## config.mk

```make
export PLATFORM = sky130hd
export DESIGN_NAME = byte_bank
export DESIGN_NICKNAME = d
export VERILOG_FILES = /design/src/common/dbus_pkg.sv /design/src/logic/byte_bank.sv
export VERILOG_INCLUDE_DIRS = /design/src /design/src/common
export SDC_FILE = /design/constraint.sdc
export NUM_CORES = 2
export LEC_CHECK = 0
export BUFFER_PORTS_ARGS = -buffer_cell sky130_fd_sc_hd__clkbuf_2
export CORE_MARGIN = 5
export CORE_UTILIZATION = 25
export CTS_CLUSTER_SIZE = 25
export DETAILED_ROUTE_END_ITERATION = 12
export GPL_ROUTABILITY_DRIVEN = 0
export PLACE_DENSITY = 0.36
export SETUP_SLACK_MARGIN = 0.02
export SYNTH_ARGS = -nofsm -noshare
export SYNTH_HDL_FRONTEND = slang
export SYNTH_SLANG_ARGS = --single-unit
```

## constraint.sdc

```tcl
create_clock -name clk -period 3.5 [get_ports clk]
set_input_delay 0.175 -clock clk [delete_from_list [all_inputs] [get_ports clk]]
set_output_delay 0.175 -clock clk [all_outputs]
set_load 0.05 [all_outputs]
```

## src/common/mem_settings.svh

```systemverilog
`ifndef MEM_SETTINGS_SVH
`define MEM_SETTINGS_SVH

// Word index width of the data memory
`define DMEM_ADDR_BITS 8

// Words per byte bank
`define DMEM_WORDS (1 << `DMEM_ADDR_BITS)

`endif

```

## src/common/dbus_pkg.sv

```systemverilog
`default_nettype none

package dbus_pkg;

    localparam int BYTE_LANES = 4;

    // One byte lane of the data bus
    typedef logic [7:0] byte_t;

    // Bit i enables bits 8i+7..8i of a word
    typedef logic [BYTE_LANES-1:0] byte_en_t;

    // Byte offset within a word, addr[1:0]
    typedef logic [1:0] byte_off_t;

    localparam byte_en_t LANES_NONE = 4'b0000;
    localparam byte_en_t LANES_ALL  = 4'b1111;
    localparam byte_en_t LANES_LOW  = 4'b0011;
    localparam byte_en_t LANES_HIGH = 4'b1100;

endpackage

`default_nettype wire

```

## src/logic/byte_bank.sv

```systemverilog
`timescale 1ns/100ps
`default_nettype none

`include "mem_settings.svh"

module byte_bank
    import dbus_pkg::*;
(
    input  logic                       clk,
    input  logic                       we,
    input  logic [`DMEM_ADDR_BITS-1:0] index,
    input  byte_t                      wdata,
    output byte_t                      rdata
);

    byte_t mem [`DMEM_WORDS];

    // Read returns the old byte when the same index is written
    always_ff @(posedge clk) begin
        if (we) begin
            mem[index] <= wdata;
        end
        rdata <= mem[index];
    end

endmodule

`default_nettype wire

```

# Word-level counts from Yosys, hierarchy flattened
# Memories as Yosys holds them, arrays and structs flattened. A register that Yosys moved wholly into a read port is not among the register bits.
# Cells that the tools add are included.
[word_totals] ram_bits=2048 latch_bits=0 register_bits=0 inputBits=18 romBits=0 mem_count=1 wordCells=3 output_inout_bits=8
[classes] reduce_logical=0 add_sub_neg=0 order_cmp=0 bitwise_logic=0 n_shift=0 n_eq_ne=0 mux=2 multipliers=0 div_mod_pow=0
[memory_table] memory="mem" words=256 word_bits=8 rd=1 rd_ports_with_merged_regs=1 write_ports=1 line_no="byte_bank.sv:16" source="byte_t mem [`DMEM_WORDS];"
[op_table] operator="1-bit two-way mux" count=2

# Depth between registers and ports, before layout
[depth] ltp_word=2 mapped_depth=10 ltp_nobuf=5

# Least setup slack after synthesis
# No wires, ideal clock.
[synth_path] path_type="in2reg" startpoint="input index[1]" endpoint="memory mem[111][0] in the netlist's numbering, enable pin" arrival_ns=2.024 path_stages=9 n_path_buf=5 setup_time_ns=0.370 slack_ns=1.106 path_cell_list="buf_2 clkbuf_1 clkbuf_1 nand2_1 buf_2 nor2_1 nand2_1 clkbuf_1 nor2_1"
[synth_rtl] element="from (decl)" line_no="byte_bank.sv:11" source="input logic [`DMEM_ADDR_BITS-1:0] index,"
[synth_rtl] element="to (decl)" line_no="byte_bank.sv:16"
# Straight into the memory's write port.

==> results by group <==
Power and ir drop
  – Flop pwr share: 51.5%
  – Net Switching: between 0.01 and 0.015 W
  – Clk pwr share: 43.5%
  – Logic pwr share: 5.0%
  – Switching part of the total: 22.0%
  – PwrDens: 559 mW/mm^2
  – Internal: a little over 0.04 W
  – Worst vdd ir: 405 uV
  – Cell leakage power: 29.1 nW

Finish
  – Synth-to-layout area growth: 20.3%
  – NumNets Final: about 4k
  – Most frequent cells in the layout: edfxtp_1, mux4_2, buf_4, a22oi_1
  – Finished Cell Area: 0.0944 sq mm
  – Layout cells sized above 1: 32.2%
  – Most common cell after layout, fill and taps aside: edfxtp_1

Clock network
  – CTS sink cnt: 2,056
  – Post-CTS sizing: 0
  – Clock transition at the registers of the reported paths: 60 ps
  – CTS tree: done
  – H-tree depth: 4
  – CTS Root Cell: clkbuf_16
  – Clk_lat worst skew: 890 ps
  – CTS Buf Count: 231
  – CTS max path bufs: 4

Floorplan
  – Core Area: 0.312 sq mm
  – Die Y: 570 um
  – Io pins: 26
  – Total Die Area: around 0.33 sq mm
  – Initial core utilization: around 25%
  – Row count: 205
  – Die Wd: 570 um

STA
  – Max Clock Freq: 329 MHz
  – Worst Tran Pin Value: 1310 ps
  – Endpoints failing setup: 0
  – Final hold slack: 163 ps
  – Period utilization: 86.9%
  – RSZ-0062 raised after global routing: no
  – Fin. Hold Viols: 0
  – Slew Viols, Final: 0
  – Final min period: ~3000 ps
  – Clock skew: between 80 and 90 ps
  – Max_slew headroom: 11.8%

Synthesis
  – Yosys reg bits: 2,056
  – Yosys cell types: 22
  – Yosys warns: 0
  – Post-Synthesis Cells: approximately 3.5k
  – Mean Syn Cell Area: 22.1 sq um
  – Mapped Area: about 0.078 sq mm
  – Syn nets: 3,565
  – Sequential fraction of the synthesis area: 78.6%

Placement
  – Hpwl dp: 148,000 um
  – Area after DPL: 0.0873 sq mm
  – Port Buffers: 25

Worst setup path
  – R2R setup slack: 460 ps
  – Critical path required time: 4240 ps
  – CP Cell Sequence: mux4_2 -> a22oi_1 -> a21oi_1 -> o41ai_1 -> buf_4 -> nand4_1
  – Critical Path Source Type: flop
  – Slowest cell on crit path: o41ai_1
  – Reg-to-Reg Start: mem[43][3]$_DFFE_PP_
  – Crit path DAT: 3780 ps
  – FF-to-FF End: rdata[3]$_DFF_P_
  – CP Capture Type: flop
  – Worst path max stage delay: between 1000 and 1500 ps
  – Worst Path Max Fanout: 1
  – Crit Path Category: reg -> reg
  – Worst-case reg-to-reg path depth: 6

Route
  – Detailed Route WL: 237,000 um
  – Vias post-DR: 38.3k
  – TritonRoute pass-1 iters: 5
  – Avg WL per Cell: 28.1 um
  – Vias per inst: 4.56
  – Drt initial violations: 3,116
  – # DRC: 0
  – ANT nets after route: 0

Global route
  – Largest net degree at the start of global routing: 104
  – First-pass GRT wire length: 331,000 um
  – Vias in the first global route: between 40k and 50k
  – Initial antenna violation count: 21
  – Overflow after GRT: 0
  – GRT Total Usage: 14.3%

Hold path
  – Hold depth: 6
  – Min-Delay Endpoint: mem[67][4]$_DFFE_PP_
  – Hold_sp: we
  – Worst hold path class: in -> reg

Flow run
  – MaxCap Viol Count: 0

Status
  – Status: completed
[area by class of cell]
class | count | area (sq um)
fillers | 30200 | 218000
flip-flops and latches | 2056 | 61700
multi-input cells | 1258 | 15800
clock buffers | 274 | 5990
well taps | 4140 | 5180
repair buffers | 539 | 4690
clock inverters | 139 | 1040
diodes | 9 | 22.5
inverters | 1 | 3.75
[worst max path at each step]
stage / startpoint / end / slack [ps] / cells past startpoint
after floorplan: index[1] / mem[111][0]$_DFFE_PP_ / 1110 / 9
after detailed placement: index[0] / rdata[7]$_DFF_P_ / -310 / 8
after CTS: mem[43][7]$_DFFE_PP_ / rdata[7]$_DFF_P_ / 380 / 6
after global placement: index[0] / rdata[1]$_DFF_P_ / -340 / 9
after global routing: mem[42][4]$_DFFE_PP_ / rdata[4]$_DFF_P_ / 440 / 6
final: mem[43][3]$_DFFE_PP_ / rdata[3]$_DFF_P_ / 460 / 6
[flip-flops by register name, indices dropped and copies added, names as in the netlist]
name	flops
mem	2048
rdata	8
[routing by layer]
metal  share of wire (%)  wire length [um]  vias to the layer above  GRT usage (%)
met5                   0                 0                        -              0
met2                  47            111000                      833           22.9
met4                 2.1              4890                        0           3.10
met1                  46            110000                    21000           20.6
li1                    -                 -                    16200              -
met3                 4.5             10700                      287           2.15
[power groups by stage]
stage / Combinational, W / Sequential [W] / Clock [W]
floorplan: 0.00121 / 0.0277 / 0
finish: 0.00265 / 0.0272 / 0.0229
global route: 0.00283 / 0.0272 / 0.0247
CTS: 0.00275 / 0.0272 / 0.0237
detailed placement: 0.00274 / 0.0277 / 0
global placement: 0.00274 / 0.0277 / 0
[logic make-up after synthesis]
family	share of synthesized area, %
AOI/OAI and AO/OA	3.62
muxes	14.7
buffers and inverters	1.40
and+or+nand+nor	1.73
DFF	78.6
[stage by stage]
step / utilization (%) / worst slack, ps / std cells / power, W / setup TNS [ps]
after floorplan: - / 1110 / 3547 / 0.0289 / 0
after global placement: 28.0 / -336 / 7985 / 0.0305 / -1030
after detailed placement: 28.0 / -313 / 7985 / 0.0305 / -894
after CTS: 30.2 / 380 / 8406 / 0.0537 / 0
after global routing: 30.2 / 441 / 8407 / 0.0547 / 0
final: 30.2 / 459 / 8416 / 0.0528 / 0
[cell usage after synthesis]
cell type | number | area (sq um)
a21oi_1 | 128 | 641
buf_4 | 16 | 120
dfxtp_1 | 8 | 160
nand4_1 | 8 | 50.1
clkbuf_1 | 145 | 544
nand2_1 | 28 | 105
nor2b_1 | 7 | 43.8
nor3_1 | 30 | 150
inv_1 | 1 | 3.75
buf_6 | 16 | 180
edfxtp_1 | 2048 | 61500
mux4_2 | 512 | 11500
and2_1 | 3 | 18.8
or3_1 | 1 | 6.26
nor2_1 | 232 | 871
o41ai_1 | 32 | 280
buf_1 | 19 | 71.3
nand2b_1 | 6 | 37.5
nand3_1 | 13 | 65.1
a22oi_1 | 256 | 1920
or2_2 | 2 | 12.5
buf_2 | 36 | 180
[worst max-delay path: cells and delay by family, from the launching register on]
kind            cells  cell delay [ps]
compound gates      3             1730
simple gates        1               90
buf+inv             1              270
flops               1              350
mux                 1              510
[repair_timing]
action	4_1_cts	5_1_grt
endpoints found under the hold margin	582	0
setup endpoints to repair	0	0
hold buffers	8	0
buffers inserted	0	0
Note: power is estimated with default switching activity, not from simulation.
