`src/common/mem_settings.svh`:
```
`ifndef MEM_SETTINGS_SVH
`define MEM_SETTINGS_SVH

// Word index width of the data memory
`define DMEM_ADDR_BITS 8

// Words per byte bank
`define DMEM_WORDS (1 << `DMEM_ADDR_BITS)

`endif

```
`src/common/dbus_pkg.sv`:
```
`default_nettype none

package dbus_pkg;

    localparam int BYTE_LANES = 4;

    // One byte lane of the data bus
    typedef logic [7:0] byte_t;

    // Bit i enables bits 8i+7..8i of a word
    typedef logic [BYTE_LANES-1:0] byte_en_t;

    // Byte offset within a word, addr[1:0]
    typedef logic [1:0] byte_off_t;

    localparam byte_en_t LANES_NONE = 4'b0000;
    localparam byte_en_t LANES_ALL  = 4'b1111;
    localparam byte_en_t LANES_LOW  = 4'b0011;
    localparam byte_en_t LANES_HIGH = 4'b1100;

endpackage

`default_nettype wire

```
`src/common/mips_isa_pkg.sv`:
```
`default_nettype none

package mips_isa_pkg;

    typedef logic [31:0] word_t;

    // Memory operation carried with each request
    typedef enum logic [3:0] {
        NOP = 4'd0,
        LB  = 4'd1,
        LBU = 4'd2,
        LH  = 4'd3,
        LHU = 4'd4,
        LW  = 4'd5,
        LWL = 4'd6,
        LWR = 4'd7,
        SB  = 4'd8,
        SH  = 4'd9,
        SW  = 4'd10,
        SWL = 4'd11,
        SWR = 4'd12
    } mem_op_t;

    function automatic logic is_load(input mem_op_t op);
        case (op)
            LB, LBU, LH, LHU, LW, LWL, LWR: is_load = 1'b1;
            default: is_load = 1'b0;
        endcase
    endfunction

    function automatic logic is_store(input mem_op_t op);
        case (op)
            SB, SH, SW, SWL, SWR: is_store = 1'b1;
            default: is_store = 1'b0;
        endcase
    endfunction

    // Word and half ops must be naturally aligned
    function automatic logic is_misaligned(input mem_op_t op, input logic [1:0] offset);
        case (op)
            LW, SW: is_misaligned = (offset != 2'b00);
            LH, LHU, SH: is_misaligned = offset[0];
            default: is_misaligned = 1'b0;
        endcase
    endfunction

endpackage

`default_nettype wire

```
`src/logic/readdata_extract.sv`:
```
`timescale 1ns/100ps
`default_nettype none

module readdata_extract
    import mips_isa_pkg::*, dbus_pkg::*;
(
    input  logic      clk,
    input  logic      reset,
    input  logic      rd_en,
    input  mem_op_t   op,
    input  byte_off_t offset,
    input  word_t     srcb,
    input  word_t     lane_data,
    output word_t     rdata,
    output logic      rdata_valid
);

    mem_op_t     op_q;
    byte_off_t   offset_q;
    word_t       srcb_q;
    logic        valid_q;
    byte_t       sel_byte;
    logic [15:0] sel_half;
    word_t       lwl_word;
    word_t       lwr_word;

    // Control follows the bank read by one cycle
    always_ff @(posedge clk) begin
        if (reset) begin
            valid_q  <= 1'b0;
            op_q     <= NOP;
            offset_q <= 2'b00;
        end else begin
            valid_q <= rd_en;
            if (rd_en) begin
                op_q     <= op;
                offset_q <= offset;
            end
        end
    end

    always_ff @(posedge clk) begin
        if (rd_en) begin
            srcb_q <= srcb; // Merge source for LWL/LWR
        end
    end

    assign sel_byte = lane_data[{offset_q, 3'b000} +: 8];
    assign sel_half = lane_data[{offset_q[1], 4'b0000} +: 16];

    // Memory bytes 0..k fill the top of the register
    always_comb begin
        case (offset_q)
            2'b00: lwl_word = {lane_data[7:0], srcb_q[23:0]};
            2'b01: lwl_word = {lane_data[15:0], srcb_q[15:0]};
            2'b10: lwl_word = {lane_data[23:0], srcb_q[7:0]};
            default: lwl_word = lane_data;
        endcase
    end

    // Memory bytes k..3 fill the bottom of the register
    always_comb begin
        case (offset_q)
            2'b00: lwr_word = lane_data;
            2'b01: lwr_word = {srcb_q[31:24], lane_data[31:8]};
            2'b10: lwr_word = {srcb_q[31:16], lane_data[31:16]};
            default: lwr_word = {srcb_q[31:8], lane_data[31:24]};
        endcase
    end

    always_comb begin
        case (op_q)
            LB: rdata = {{24{sel_byte[7]}}, sel_byte};
            LBU: rdata = {24'h000000, sel_byte};
            LH: rdata = {{16{sel_half[15]}}, sel_half};
            LHU: rdata = {16'h0000, sel_half};
            LWL: rdata = lwl_word;
            LWR: rdata = lwr_word;
            default: rdata = lane_data; // LW
        endcase
    end

    assign rdata_valid = valid_q;

endmodule

`default_nettype wire

```
`config.mk`:
```
export PLATFORM = sky130hd
export DESIGN_NAME = readdata_extract
export DESIGN_NICKNAME = d
export VERILOG_FILES = /design/src/common/mem_settings.svh /design/src/common/dbus_pkg.sv /design/src/common/mips_isa_pkg.sv /design/src/logic/readdata_extract.sv
export SDC_FILE = /design/constraint.sdc
export NUM_CORES = 1
export LEC_CHECK = 0
export ABC_CLOCK_PERIOD_IN_PS = 2300
export BUFFER_PORTS_ARGS = -buffer_cell sky130_fd_sc_hd__buf_2
export CAP_MARGIN = 30
export CORE_ASPECT_RATIO = 1.4
export CORE_MARGIN = 4
export CORE_UTILIZATION = 45
export CTS_CLUSTER_SIZE = 28
export DETAILED_ROUTE_END_ITERATION = 12
export MAX_ROUTING_LAYER = met4
export PLACE_DENSITY = 0.81
export SYNTH_ARGS = -nofsm -noshare
export SYNTH_HDL_FRONTEND = slang
export SYNTH_SLANG_ARGS = --single-unit
```
`constraint.sdc`:
```
create_clock -name clk -period 2.3 [get_ports clk]
set_input_delay 0.46 -clock clk [delete_from_list [all_inputs] [get_ports clk]]
set_output_delay 0.46 -clock clk [all_outputs]
set_load 0.01 [all_outputs]
```
Word-level counts from Yosys, hierarchy flattened
Cells that the tools add are included.

Shifts and indexed selects: 2. Mux-type cells: 3. Reductions and logical operators: 1. Equality and inequality tests: 8.

Operators by type and width (count): one-hot mux 32 bit (3 select lines) (2); one-hot mux 32 bit (6 select lines) (1); variable part select 32 x 6 -> 16 bit (1); variable part select 32 x 6 -> 8 bit (1); equality test 4 x 3 -> 1 bit (second input constant) (3); equality test 4 x 2 -> 1 bit (second input constant) (2); equality test 4 x 1 -> 1 bit (second input constant) (1); equality test 2 x 1 -> 1 bit (second input constant) (1); equality test 2 bit (second input constant) (1); zero test 2 bit (1).

Flip-flop bits (word level): 39. Output and inout bits: 33. Bits of input ports: 73. Word-level logic and storage cells: 18.

Logic depth before layout (Yosys ltp)
Depth in word-level cells: 3. Depth in mapped cells: 8.

Least setup slack after synthesis
No wires, ideal clock.

Path kind: flip-flop to output port. Start point: reg op_q[2]. End point: out rdata[11]. Buffers on the path: 1. Data required time: 1.840 ns. Stages on the path, launching flop included: 6. Setup slack: 0.378 ns. Arrival time: 1.462 ns. Path through: dfxtp_1 > or3b_1 > buf_2 > a21oi_4 > a22oi_1 > a31oi_1.

Longest elaborated chain between the ends: 2. Elaborated cells on any way between the ends: 7.

Ends and longest elaborated chain: from (decl) (line readdata_extract.sv:18) `mem_op_t op_q;`; from (signal assigned) (line readdata_extract.sv:36) `op_q <= op;`; equality test 4 x 3 -> 1 bit, or another cell as far along (line readdata_extract.sv:72) `case (op_q)`; one-hot mux 32 bit (6 select lines) * (line readdata_extract.sv:72); to (decl) (line readdata_extract.sv:14) `output word_t rdata,`.

Mark *: on every way between the ends. The rest lies on a longest branch, timed or not.

Worst setup path after layout
Start point: reg op_q[2]. End point: out rdata[17].

The elaborated chain is that of the path after synthesis.

==> results.sh <==
export IMPL_fillers=503
export IMPL_hold_class="in -> reg"
export IMPL_fin_total_pwr_mw=2.25
export IMPL_grt_setup_unrepaired="yes"
export IMPL_drive_gt1_share_pct=48.8
export IMPL_antennaDiodeCount=0
export IMPL_ir_worst_vdd_mv=0.399
export IMPL_cts_root_buf="clkbuf_8"
export IMPL_slew_headroom_pct=63.2
export IMPL_final_common_cell="buf_2"
export IMPL_antenna_found_initial=0
export IMPL_rr_worst_depth=4
export IMPL_start_util_pct=46.5
export IMPL_reg2reg_from="offset_q[1]"
export IMPL_top_usage_layer="met2"
export IMPL_wl_per_cell_um=20.1
export IMPL_firstDrtPassIters=8
export IMPL_cp_endpoint="rdata[17]"
export IMPL_p_sw_mw=0.771
export IMPL_slew_viol_final=0
export IMPL_drc_errors=0
export IMPL_worstPathArrival_ps=1950
export IMPL_routed_wl_mm=11.9
export IMPL_async_reset_ff_share_pct=0
export IMPL_crit_required_ps=1840
export IMPL_die_w_um=79.8
export IMPL_power_leakage_nw=1.88
export IMPL_cts_tree="done"
export IMPL_antenna_left=0
export IMPL_netlist_instances=357
export IMPL_vias_per_cell=6.22
export IMPL_synth_top_area_share_pct=29.6
export IMPL_grt_pass1_wl_mm=17.3
export IMPL_port_buffers=105
export IMPL_ys_seq_elements=39
export IMPL_coreArea_um2=6980
export IMPL_pre_cts_ws_ps=54.8
export IMPL_setup_viol_count_final=32
export IMPL_synth_warnings=0
export IMPL_grt_pass1_vias=3591
export IMPL_crit_path_end_kind="output pin"
export IMPL_violations="negative setup slack"
export IMPL_die_area_um2=8650
export IMPL_die_y_um=108
export IMPL_num_rows=36
export IMPL_combPwrFrac_pct=41.9
export IMPL_nets=568
export IMPL_cap_violations=0
export IMPL_final_util_pct=68.7
export IMPL_synth_nets=430
export IMPL_finalCriticalPeriod_ps=2410
export IMPL_hold_viol=0
export IMPL_vias=3675
export IMPL_cp_startpoint="op_q[2]"
export IMPL_pwr_share_clk_pct=19.9
export IMPL_drt_iter0_drc=516
export IMPL_criticalPathCategory="reg -> out"
export IMPL_grt_usage_pct=26.4
export IMPL_met3_usage_pct=4.33
export IMPL_synth_ff_type="edfxtp_1"
export IMPL_tightest_slew_ps=552
export IMPL_p_int_mw=1.48
export IMPL_cp_start_kind="register"
export IMPL_ys_seq_area_share_pct=33.9
export IMPL_outcome="finished with violations"
export IMPL_r2r_slack_ps=1290
export IMPL_grt_max_degree=40
export IMPL_placed_cells_incl_taps=557
export IMPL_use_met1_pct=30.9
export IMPL_overflow=0
export IMPL_stdcell_count=591
export IMPL_yosysTopAreaCell="edfxtp_1"
export IMPL_final_cell_mix="105 x buf_2, 38 x nor2_1, 37 x nand2_1"
export IMPL_io_pins=106
export IMPL_synth_edf_count=32
export IMPL_clk_pin_slew_ps=80
export IMPL_r2r_end="offset_q[1]"
export IMPL_synth_area_um2=3240
export IMPL_p_sw_share_pct=34.3
export IMPL_synthTopCellsByArea="edfxtp_1 30%, mux2i_1 16%, mux2_2 5.6%, nand2_1 4.9%, nor2_1 4.4%"
export IMPL_timing_fmax_ghz=0.415
export IMPL_cts_buffer_depth=2
export IMPL_syn_area_per_cell_um2=9.09
export IMPL_gp_congestion=0.857
export IMPL_clock_skew_final_ps=0
export IMPL_htreeDepth=2
export IMPL_fin_crit_sh_pct=105
export IMPL_power_density_nw_per_um2=469
export IMPL_worst_slack_ps=-111
export IMPL_dp_final_hpwl_mm=7.51
export IMPL_clk_latency_ps=300
export IMPL_cts_buffers=5
export IMPL_whs_ps=324
export IMPL_area_delta_synth_final_pct=47.9
export IMPL_path_max_fanout=9
export IMPL_power_frac_seq_pct=38.1
export IMPL_ys_types=43
export IMPL_met2_usage_pct=43.8
export IMPL_clock_sinks=39
export IMPL_postCtsHoldBufs=0
-- flip-flops by register name (all words and copies together) (netlist names) --
name	cells
srcb_q	32
rdata_valid	1
op_q	4
offset_q	2
-- critical path: stages, from the launching register on --
cell and delay [ps]:
dfxtp_4 360, buf_6 140, buf_4 140, nor2_1 150, a21oi_2 110, a211oi_4 280
buf_6 180, a31oi_1 110, buf_2 160
-- routing by layer --
metal	routed length, um	vias to the layer above	part of all wire, %
met4	465	0	3.9
li1	-	1626	-
met3	1100	52	9.3
met1	4360	1708	37
met2	5950	289	50
met5	0	-	0
-- what timing repair did --
action,in CTS,in global routing
setup endpoints to repair,32,32
gates resized for setup,70,34
cloned,2,3
pin swaps,21,33
setup buffers,17,7
-- synth_stat cells (2+ instances only) --
| library cell | count |
|---|---|
| nand3_1 | 9 |
| nor2b_1 | 3 |
| nand2_1 | 42 |
| a211oi_1 | 6 |
| a31oi_1 | 15 |
| buf_6 | 3 |
| a222oi_1 | 4 |
| buf_2 | 16 |
| a221o_1 | 2 |
| clkbuf_1 | 9 |
| a21oi_1 | 19 |
| xnor2_1 | 2 |
| mux2_2 | 16 |
| a22oi_1 | 6 |
| dfxtp_1 | 7 |
| edfxtp_1 | 32 |
| and2_1 | 3 |
| mux2i_1 | 52 |
| inv_1 | 3 |
| nand2b_1 | 14 |
| nor2_1 | 38 |
| a21o_1 | 2 |
| buf_4 | 3 |
| nand4_1 | 7 |
| o211ai_1 | 19 |
| nand3b_1 | 8 |
-- metrics by stage --
stage	TNS, ps	instance area [um2]
3_3_place_gp	0	4010
5_1_grt	-4540	4800
3_5_place_dp	0	4010
4_1_cts	-754	4560
6_report	-2380	4800
2_1_floorplan	0	3240
-- cell type report --
| class | count | area (um2) | area share (%) |
|---|---|---|---|
| well taps | 95 | 119 | 2.48 |
| clock inverters | 2 | 7.51 | 0.156 |
| clock buffers | 6 | 72.6 | 1.51 |
| inverters | 3 | 11.3 | 0.235 |
| multi-input cells | 283 | 2300 | 48.0 |
| flip-flops and latches | 39 | 1120 | 23.4 |
| repair buffers | 163 | 1160 | 24.2 |
-- cell families (layout without fill, tap and decap cells) --
group,after synthesis,in the layout,synth area share (%)
buffers and inverters,35,174,5.71
multiplexers,69,69,22.3
AO/OA/AOI/OAI,82,82,18.3
flip-flops,39,39,33.9
XOR/XNOR,2,2,0.540
AND/OR/NAND/NOR,130,130,19.2
-- worst min path at each step --
stage | cells past startpoint | to | start
final | 1 | srcb_q[31] | srcb[31]
after global routing | 1 | srcb_q[31] | srcb[31]
after CTS | 1 | srcb_q[31] | srcb[31]
after detailed placement | 2 | op_q[2] | op_q[2]
after global placement | 2 | op_q[2] | op_q[2]
after floorplan | 1 | rdata_valid | reset
-- power groups by stage --
stage	logic (mW)	registers (mW)	clock network, mW
2_1_floorplan	0.417	0.854	0
3_3_place_gp	0.717	0.867	0
3_5_place_dp	0.726	0.869	0
4_1_cts	0.854	0.853	0.462
5_1_grt	0.999	0.860	0.494
6_report	0.943	0.858	0.448
(Power assumes the default switching activity.)
