--- config.mk ---
export PLATFORM = sky130hd
export DESIGN_NAME = writedata_format
export DESIGN_NICKNAME = d
export VERILOG_FILES = /design/src/common/dbus_pkg.sv /design/src/common/mips_isa_pkg.sv /design/src/logic/writedata_format.sv
export VERILOG_INCLUDE_DIRS = /design/src /design/src/common
export SDC_FILE = /design/constraint.sdc
export NUM_CORES = 1
export LEC_CHECK = 0
export BUFFER_PORTS_ARGS = -buffer_cell sky130_fd_sc_hd__buf_2
export CAP_MARGIN = 10
export CELL_PAD_IN_SITES_DETAIL_PLACEMENT = 1
export CELL_PAD_IN_SITES_GLOBAL_PLACEMENT = 2
export CORE_ASPECT_RATIO = 1.5
export CORE_MARGIN = 5
export CORE_UTILIZATION = 19
export DETAILED_ROUTE_END_ITERATION = 7
export PLACE_DENSITY = 0.9
export SYNTH_ARGS = -nofsm -noshare
export SYNTH_HDL_FRONTEND = slang
export SYNTH_SLANG_ARGS = --single-unit
--- constraint.sdc ---
create_clock -name vclk -period 2.9
set_input_delay 0.58 -clock vclk [all_inputs]
set_output_delay 0.58 -clock vclk [all_outputs]
set_load 0.02 [all_outputs]
--- src/common/mem_settings.svh ---
`ifndef MEM_SETTINGS_SVH
`define MEM_SETTINGS_SVH

// Word index width of the data memory
`define DMEM_ADDR_BITS 8

// Words per byte bank
`define DMEM_WORDS (1 << `DMEM_ADDR_BITS)

`endif

--- src/common/dbus_pkg.sv ---
`default_nettype none

package dbus_pkg;

    localparam int BYTE_LANES = 4;

    // One byte lane of the data bus
    typedef logic [7:0] byte_t;

    // Bit i enables bits 8i+7..8i of a word
    typedef logic [BYTE_LANES-1:0] byte_en_t;

    // Byte offset within a word, addr[1:0]
    typedef logic [1:0] byte_off_t;

    localparam byte_en_t LANES_NONE = 4'b0000;
    localparam byte_en_t LANES_ALL  = 4'b1111;
    localparam byte_en_t LANES_LOW  = 4'b0011;
    localparam byte_en_t LANES_HIGH = 4'b1100;

endpackage

`default_nettype wire

--- src/common/mips_isa_pkg.sv ---
`default_nettype none

package mips_isa_pkg;

    typedef logic [31:0] word_t;

    // Memory operation carried with each request
    typedef enum logic [3:0] {
        NOP = 4'd0,
        LB  = 4'd1,
        LBU = 4'd2,
        LH  = 4'd3,
        LHU = 4'd4,
        LW  = 4'd5,
        LWL = 4'd6,
        LWR = 4'd7,
        SB  = 4'd8,
        SH  = 4'd9,
        SW  = 4'd10,
        SWL = 4'd11,
        SWR = 4'd12
    } mem_op_t;

    function automatic logic is_load(input mem_op_t op);
        case (op)
            LB, LBU, LH, LHU, LW, LWL, LWR: is_load = 1'b1;
            default: is_load = 1'b0;
        endcase
    endfunction

    function automatic logic is_store(input mem_op_t op);
        case (op)
            SB, SH, SW, SWL, SWR: is_store = 1'b1;
            default: is_store = 1'b0;
        endcase
    endfunction

    // Word and half ops must be naturally aligned
    function automatic logic is_misaligned(input mem_op_t op, input logic [1:0] offset);
        case (op)
            LW, SW: is_misaligned = (offset != 2'b00);
            LH, LHU, SH: is_misaligned = offset[0];
            default: is_misaligned = 1'b0;
        endcase
    endfunction

endpackage

`default_nettype wire

--- src/logic/writedata_format.sv ---
`timescale 1ns/100ps
`default_nettype none

`include "mem_settings.svh"

module writedata_format
    import mips_isa_pkg::*, dbus_pkg::*;
(
    input  mem_op_t                    op,
    input  word_t                      addr,
    input  word_t                      srcb,
    input  logic                       req,
    output byte_en_t                   bank_we,
    output word_t                      bank_wdata,
    output logic [`DMEM_ADDR_BITS-1:0] bank_addr,
    output logic                       rd_en,
    output logic                       addr_error
);

    byte_off_t offset;
    byte_en_t  lane_en;
    word_t     shifted;
    logic      misaligned;

    assign offset     = addr[1:0];
    assign bank_addr  = addr[`DMEM_ADDR_BITS+1:2]; // Word index
    assign misaligned = is_misaligned(op, offset);

    always_comb begin
        lane_en = LANES_NONE;
        shifted = srcb;
        case (op)
            SW: begin
                lane_en = LANES_ALL;
            end
            SH: begin
                if (offset[1]) begin
                    lane_en = LANES_HIGH;
                    shifted = {srcb[15:0], 16'h0000};
                end else begin
                    lane_en = LANES_LOW;
                end
            end
            SB: begin
                case (offset)
                    2'b00: begin
                        lane_en = 4'b0001;
                    end
                    2'b01: begin
                        lane_en = 4'b0010;
                        shifted = {srcb[23:0], 8'h00};
                    end
                    2'b10: begin
                        lane_en = 4'b0100;
                        shifted = {srcb[15:0], 16'h0000};
                    end
                    default: begin
                        lane_en = 4'b1000;
                        shifted = {srcb[7:0], 24'h000000};
                    end
                endcase
            end
            SWL: begin
                // Top bytes of srcb land on lanes offset down to 0
                case (offset)
                    2'b00: begin
                        lane_en = 4'b0001;
                        shifted = {24'h000000, srcb[31:24]};
                    end
                    2'b01: begin
                        lane_en = 4'b0011;
                        shifted = {16'h0000, srcb[31:16]};
                    end
                    2'b10: begin
                        lane_en = 4'b0111;
                        shifted = {8'h00, srcb[31:8]};
                    end
                    default: begin
                        lane_en = LANES_ALL;
                    end
                endcase
            end
            SWR: begin
                // Low bytes of srcb land on lanes offset up to 3
                case (offset)
                    2'b00: begin
                        lane_en = LANES_ALL;
                    end
                    2'b01: begin
                        lane_en = 4'b1110;
                        shifted = {srcb[23:0], 8'h00};
                    end
                    2'b10: begin
                        lane_en = LANES_HIGH;
                        shifted = {srcb[15:0], 16'h0000};
                    end
                    default: begin
                        lane_en = 4'b1000;
                        shifted = {srcb[7:0], 24'h000000};
                    end
                endcase
            end
            default: begin
                lane_en = LANES_NONE;
            end
        endcase
    end

    assign bank_wdata = shifted;

    // Misaligned requests touch no memory
    assign bank_we    = (req && is_store(op) && !misaligned) ? lane_en : LANES_NONE;
    assign rd_en      = req && is_load(op) && !misaligned;
    assign addr_error = req && misaligned;

endmodule

`default_nettype wire

# --- Yosys cells after proc, flatten, opt, wreduce, memory -nomap -nowiden ---
# Index checks and enable logic that the tools add are counted.
totals:
  elab_cells: 40
  inputBits: 69
  regBits: 0
  out_inout_bits: 46
classes:
  n_reduce_logical: 13
  mux: 13
  eq_ne: 14
ops:
  columns: ["op", "n"]
  rows:
  - ["32-bit case mux with 3 select lines", 3]
  - ["32-bit 2-to-1 mux", 1]
  - ["4-bit case mux with 3 select lines", 2]
  - ["4-bit equality test (second input constant)", 5]
  - ["4-bit case mux with 5 select lines", 1]
  - ["4-bit by 3-bit equality test with 1-bit output (second input constant)", 4]
  - ["3-bit case mux with 3 select lines", 1]
  - ["4-bit by 2-bit equality test with 1-bit output (second input constant)", 2]
  - ["4-bit 2-to-1 mux", 2]
  - ["7-bit OR reduction", 1]
  - ["1-bit logical AND", 5]
  - ["5-bit OR reduction", 1]
  - ["4-bit by 1-bit equality test with 1-bit output (second input constant)", 1]
  - ["2-bit OR reduction", 2]
  - ["3-bit OR reduction", 1]
  - ["2-bit by 1-bit equality test with 1-bit output (second input constant)", 1]
  - ["2-bit equality test (second input constant)", 1]
  - ["2-bit zero test", 1]
  - ["1-bit 2-to-1 mux", 2]
  - ["1-bit case mux with 2 select lines", 1]
  - ["2-bit nonzero test", 1]
  - ["1-bit zero test", 1]

# --- Logic depth before layout (Yosys ltp) ---
# Gate-level depths: netlist (run 1).
logic_depth:
  word_depth: 6
  depth_mapped: 7
  depth_no_buf: 4

# --- Worst setup path after synthesis (run 1) ---
# Ideal clock, no wire load.
synth_path:
  path_kind: "input-to-output"
  from: "input addr[1]"
  to: "output rd_en"
  n_path_buf: 2
  cell_stages: 5
  slack_ns: 0.338
  required_time_ns: 2.320
  arrival_time_ns: 1.982
  cell_sequence: "buf_2 > buf_2 > a21oi_1 > a211oi_1 > nor4b_1"
synth_via:
  elab_chain_len: 4
synth_lines:
  columns: ["element", "line", "rtl"]
  rows:
  - ["from (decl)", "writedata_format.sv:10", "input word_t addr,"]
  - ["2-bit nonzero test", "mips_isa_pkg.sv:41", "LW, SW: is_misaligned = (offset != 2'b00);"]
  - ["1-bit case mux with 2 select lines", "mips_isa_pkg.sv:40", "case (op)"]
  - ["1-bit zero test", "writedata_format.sv:113", "assign rd_en = req && is_load(op) && !misaligned;"]
  - ["1-bit logical AND", "writedata_format.sv:113", null]
  - ["to (decl)", "writedata_format.sv:16", "output logic rd_en,"]
# No other way between the ends.

# --- Final worst setup path (run 1) ---
layout_path:
  from: "input addr[1]"
  to: "output bank_wdata[31]"
layout_via:
  elab_chain_len: 3
  word_cells_on_any_way: 7
  classes_between: "eq/ne: 2; mux: 4; reduce/logical: 1"
layout_lines:
  columns: ["element", "line", "rtl"]
  rows:
  - ["2-bit equality test (tied with other cells)", "writedata_format.sv:45, writedata_format.sv:65, writedata_format.sv:85", null]
  - ["32-bit case mux with 3 select lines (on tied branches)", "writedata_format.sv:45, writedata_format.sv:85, writedata_format.sv:65", null]
  - ["32-bit case mux with 3 select lines (*)", "writedata_format.sv:32", "case (op)"]
  - ["to (decl)", "writedata_format.sv:14", "output word_t bank_wdata,"]
# Every way passes the cells marked *; elsewhere a longest branch is shown, timed or not.

==> results.yml, run 1 <==
setup_path:
  criticalPathCategory: "in2out"
  max_stage_delay_ns: 0.80
  path_cells: "buf_2, nand2_1, nor4_2, a221o_1, buf_2"
  critPathMostFrequentCell: "buf_2"
  end_kind: "primary output"
  start_kind: "input port"
  cp-startpoint: "addr[1]"
  cp_slowest_cell: "nor4_2"
  cp.arrival_ns: 2.28
  critPathMaxFanout: 15
  crit_required_ns: 2.32
yosys:
  ys_warn_count: 0
  syn_inst: 197
  synthTopCellsByArea: "a221o_1 18%, mux2i_1 8.7%, o2bb2ai_1 7.6%, mux2_2 7.3%, buf_4 5.4%"
  synth-simple-area-share_pct: 18.61
  synthAdderAreaFrac_pct: 0
  yosys-top-cells-count: "25 x a221o_1, 17 x nor2_1, 14 x nand2_1"
  synth.most_common_cell: "a221o_1"
  synth_area_sq_um: 1385
  synth_largest_area_cell: "a221o_1"
  synth_cell_types: 41
  synth_top_family_by_area: "compound AO/OA/AOI/OAI gates"
  synth_nets: 266
  synth_compound_area_share_pct: 49.68
  synthMuxAreaShare_pct: 15.99
  synth_area_per_cell_sq_um: 7.031
  yosysSeqAreaShare_pct: 0
  synthXorXnorAreaFrac_pct: 0.6323
  synth.top_cell.area_share_pct: 18.07
global_route:
  grt_max_degree: 42
  grt_pass1_wl_um: 9729
  grt_overflow: 0
  grt_pass1_vias: 1976
  antenna_found_initial: 0
  track_usage_pct: 13.00
timing:
  finalCritPeriodShare_pct: 98.58
  hold_violations: 0
  worstMarginPinSlew_ns: 1.054
  finalSetupTns_ns: 0
  finalSetupViolations: 0
  max_slew_margin_pct: 29.18
  max_clock_freq_mhz: 349.8
  rsz0062_at_grt: "no"
  drv_slew: 0
  fin_crit_ns: 2.859
power:
  powerDensity_nw_per_um2: 187.1
  clockPowerShare_pct: 0
  internal_power_uw: 145.0
  seqPwrFrac_pct: 0
  p_leak_nw: 0.8666
  finalPower_uw: 348.8
  ir_worst_vdd_v: 0.00005511
  p_comb_share_pct: 100.0
  switching_share_pct: 58.43
  power.switching_uw: 203.8
routing:
  wl_per_cell_um: 17.63
  drc: 0
  post_drt_via_cell_ratio: 5.148
  postRouteWirelength_um: 6311
  drt-pass1-iter-count: 4
  vias: 1843
  route.antenna.remaining_nets: 0
  drt_iter0_markers: 80
cells_and_area:
  design.seq.count: 0
  regArea_sq_um: 0
  fin_nets: 329
  insertedDiodeCount: 0
  final_layout_size_suffix_gt1_share_pct: 40.70
  clkbuf_count: 0
  fin_util_pct: 25.97
  syn_to_final_growth_pct: 34.60
floorplanning:
  fp.dieW_um: 79.72
  row_count: 38
  fp.dieH_um: 114.6
  die_area_sq_um: 9133
  ioPinCount: 115
  start_util_pct: 19.29
  coreArea_sq_um: 7179
clock_tree:
  post_cts_buffers: 0
worst_hold_path:
  min_from: "addr[2]"
  whs_endpoint: "bank_addr[0]"
  hp-class: "in2out"
  min_path_cells: 0
run_status:
  status: "finished, final reports clean"
place:
  io_buffers: 77
  place_congestion: 0.7808
  dp_hpwl_um: 4853
run:
  cap_violations: 0
power groups by stage:
| stage | sequential, mW | clock, mW | combinational [mW] |
|---|---|---|---|
| after floorplan | 0 | 0 | 0.236 |
| after global placement | 0 | 0 | 0.344 |
| after detailed placement | 0 | 0 | 0.350 |
| after CTS | 0 | 0 | 0.351 |
| after global routing | 0 | 0 | 0.377 |
| final | 0 | 0 | 0.349 |
worst max path at each step:
stage | to | slack (ns)
after floorplan | rd_en | 0.34
after global placement | bank_wdata[15] | 0.08
after detailed placement | bank_wdata[15] | 0.06
after CTS | bank_wdata[15] | 0.06
after global routing | bank_wdata[15] | 0.005
final | bank_wdata[31] | 0.04
layer usage:
metal  global-route usage [%]  routed length, um  share of wire, %  vias to the layer above
met5                        0                  0                 0                        -
met4                    2.982                131               2.1                        0
met3                   0.7874                262               4.2                       10
met2                    24.54               3295                52                       58
met1                    15.73               2621                42                      885
li1                         -                  -                 -                      890
worst max-delay path: cells and delay by family:
kind                   cells  cell delay, ns
AO/OA/AOI/OAI              1            0.31
buffers and inverters      2            0.43
AND/OR/NAND/NOR            2            0.94
kinds of logic after synthesis:
| logic type | Yosys count |
|---|---|
| xor gates and xnor gates | 1 |
| and+or+nand+nor | 50 |
| buffers and inverters | 41 |
| AOI/OAI and AO/OA | 84 |
| muxes | 21 |
cells in the final DEF, fill, tap and decap left out, types with 2 or more instances in the layout:
master and instances:
a21oi_1 5, a221o_1 25, a22o_1 4, a22oi_1 9
buf_12 2, buf_2 77, buf_4 13, inv_1 10
mux2_2 9, mux2i_1 12, nand2_1 14, nand4b_1 2
nor2_1 16, nor2b_1 6, o21ai_0 10, o22a_1 2
o22ai_1 8, o2bb2ai_1 12
metrics by stage:
step                area [sq um]  setup slack [ns]  hold WS (ns)  std cells
floorplan                   1385            0.3383         1.273        197
global placement            1862           0.07602         1.160        358
detailed placement          1862           0.06138         1.160        358
CTS                         1862           0.05520         1.160        358
global route                1864          0.004998         1.160        358
finish                      1864           0.04127         1.160        358
cell type report:
type,count,area (sq um)
Multi-Input combinational cell,156,1179
Fill cell,924,5315
Inverter,10,37.54
Tap cell,100,125.1
Timing Repair Buffer,92,523.0
repair_timing:
item	4_1_cts	5_1_grt
hold buffers	0	0
setup endpoints to repair	0	2
resized for setup	0	1
Power figures use the tool's default switching activity.
==> run 2, diff against run 1 <==
--- a/config.mk
+++ b/config.mk
@@ -14,7 +14,7 @@
 export CORE_MARGIN = 5
 export CORE_UTILIZATION = 19
 export DETAILED_ROUTE_END_ITERATION = 7
-export PLACE_DENSITY = 0.9
+export PLACE_DENSITY = 0.95
 export SYNTH_ARGS = -nofsm -noshare
 export SYNTH_HDL_FRONTEND = slang
 export SYNTH_SLANG_ARGS = --single-unit
==> results.yml, run 2 (synthesis gave the netlist of run 1 again) <==
routing:
  wl_per_cell_um: 17.94
  post_drt_via_cell_ratio: 5.143
  route.antenna.remaining_nets: 0
  postRouteWirelength_um: 6405
  vias: 1836
  drt_iter0_markers: 112
  drt-pass1-iter-count: 4
  drc: 0
floorplanning:
  start_util_pct: 19.29
  row_count: 38
  coreArea_sq_um: 7179
  ioPinCount: 115
  fp.dieW_um: 79.72
  fp.dieH_um: 114.6
  die_area_sq_um: 9133
setup_path:
  critPathMaxFanout: 41
  cp-startpoint: "addr[0]"
  criticalPathCategory: "in2out"
  critPathCapture: "bank_wdata[19]"
  cp.arrival_ns: 2.19
  start_kind: "input port"
  crit_required_ns: 2.32
  end_kind: "primary output"
timing:
  drv_slew: 0
  finalCritPeriodShare_pct: 95.44
  fin_crit_ns: 2.768
  max_clock_freq_mhz: 361.3
  max_slew_margin_pct: 37.61
  rsz0062_at_grt: "no"
  finalSetupTns_ns: 0
  finalSetupViolations: 0
  worstMarginPinSlew_ns: 0.9281
  hold_violations: 0
power:
  finalPower_uw: 351.0
  p_leak_nw: 0.8630
  powerDensity_nw_per_um2: 188.4
  seqPwrFrac_pct: 0
  switching_share_pct: 58.55
  power.switching_uw: 205.5
  clockPowerShare_pct: 0
  p_comb_share_pct: 100.0
  ir_worst_vdd_v: 0.00006046
  internal_power_uw: 145.5
run:
  cap_violations: 0
place:
  dp_hpwl_um: 4994
  io_buffers: 77
  place_inst: 357
  place_congestion: 0.8210
run_status:
  status: "finished, final reports clean"
cells_and_area:
  fillCellCount: 916
  syn_to_final_growth_pct: 34.51
  final_layout_size_suffix_gt1_share_pct: 41.25
  fin_util_pct: 25.95
  clkbuf_count: 0
  insertedDiodeCount: 0
  design.seq.count: 0
  layout_common_cells: "77 x buf_2, 25 x a221o_1, 16 x nor2_1, 14 x nand2_1"
  final_common_cell: "buf_2"
  fin_nets: 328
  regArea_sq_um: 0
  fin_cells: 357
global_route:
  grt_overflow: 0
  track_usage_pct: 13.77
  grt_pass1_wl_um: 10260
  grt_max_degree: 42
  grt_pass1_vias: 2029
  antenna_found_initial: 0
worst_hold_path:
  hp-class: "in2out"
  min_path_cells: 0
clock_tree:
  holdBufCountCts: 0
[run 2: area by class of cell]
class	count	area, sq um	area share (%)
Tap cell	100	125.1	6.716
Multi-Input combinational cell	156	1185	63.60
Timing Repair Buffer	91	515.5	27.67
Inverter	10	37.54	2.015
[run 2: timing repair]
action | CTS | global route
buffers inserted | 0 | 0
gates resized for setup | 2 | 1
setup endpoints to repair | 5 | 1
pin swaps | 0 | 0
[run 2: how the worst min path moves through the flow]
| stage | start | slack (ns) | endpoint |
|---|---|---|---|
| after CTS | addr[3] | 1.16 | bank_addr[1] |
| after detailed placement | addr[3] | 1.16 | bank_addr[1] |
| after global routing | addr[2] | 1.16 | bank_addr[0] |
| after floorplan | addr[2] | 1.27 | bank_addr[0] |
| after global placement | addr[3] | 1.16 | bank_addr[1] |
| final | addr[2] | 1.16 | bank_addr[0] |
[run 2: metrics by stage]
step | setup slack, ns | area [sq um] | hold slack [ns]
floorplan | 0.3383 | 1385 | 1.273
global placement | -0.03321 | 1854 | 1.160
detailed placement | -0.08453 | 1854 | 1.160
CTS | 0.05065 | 1859 | 1.160
global route | 0.03961 | 1863 | 1.160
finish | 0.1322 | 1863 | 1.160
[run 2: worst max-delay path: stages]
cell and delay, ns:
buf_2 0.12, buf_12 0.17, a21bo_1 0.18, a221o_1 0.39
o21bai_4 0.24, a221o_1 0.33, buf_2 0.17
[run 2: routing by layer]
metal / track usage, % / routed length (um) / up-vias
li1: - / - / 892
met1: 16.16 / 2557 / 888
met2: 27.33 / 3541 / 50
met3: 0.7087 / 274 / 6
met4: 1.835 / 30 / 0
met5: 0 / 0 / -
[run 2: power groups by stage]
stage | registers (mW) | logic (mW) | clock network (mW)
6_report | 0 | 0.351 | 0
5_1_grt | 0 | 0.382 | 0
4_1_cts | 0 | 0.353 | 0
3_5_place_dp | 0 | 0.351 | 0
3_3_place_gp | 0 | 0.343 | 0
2_1_floorplan | 0 | 0.236 | 0
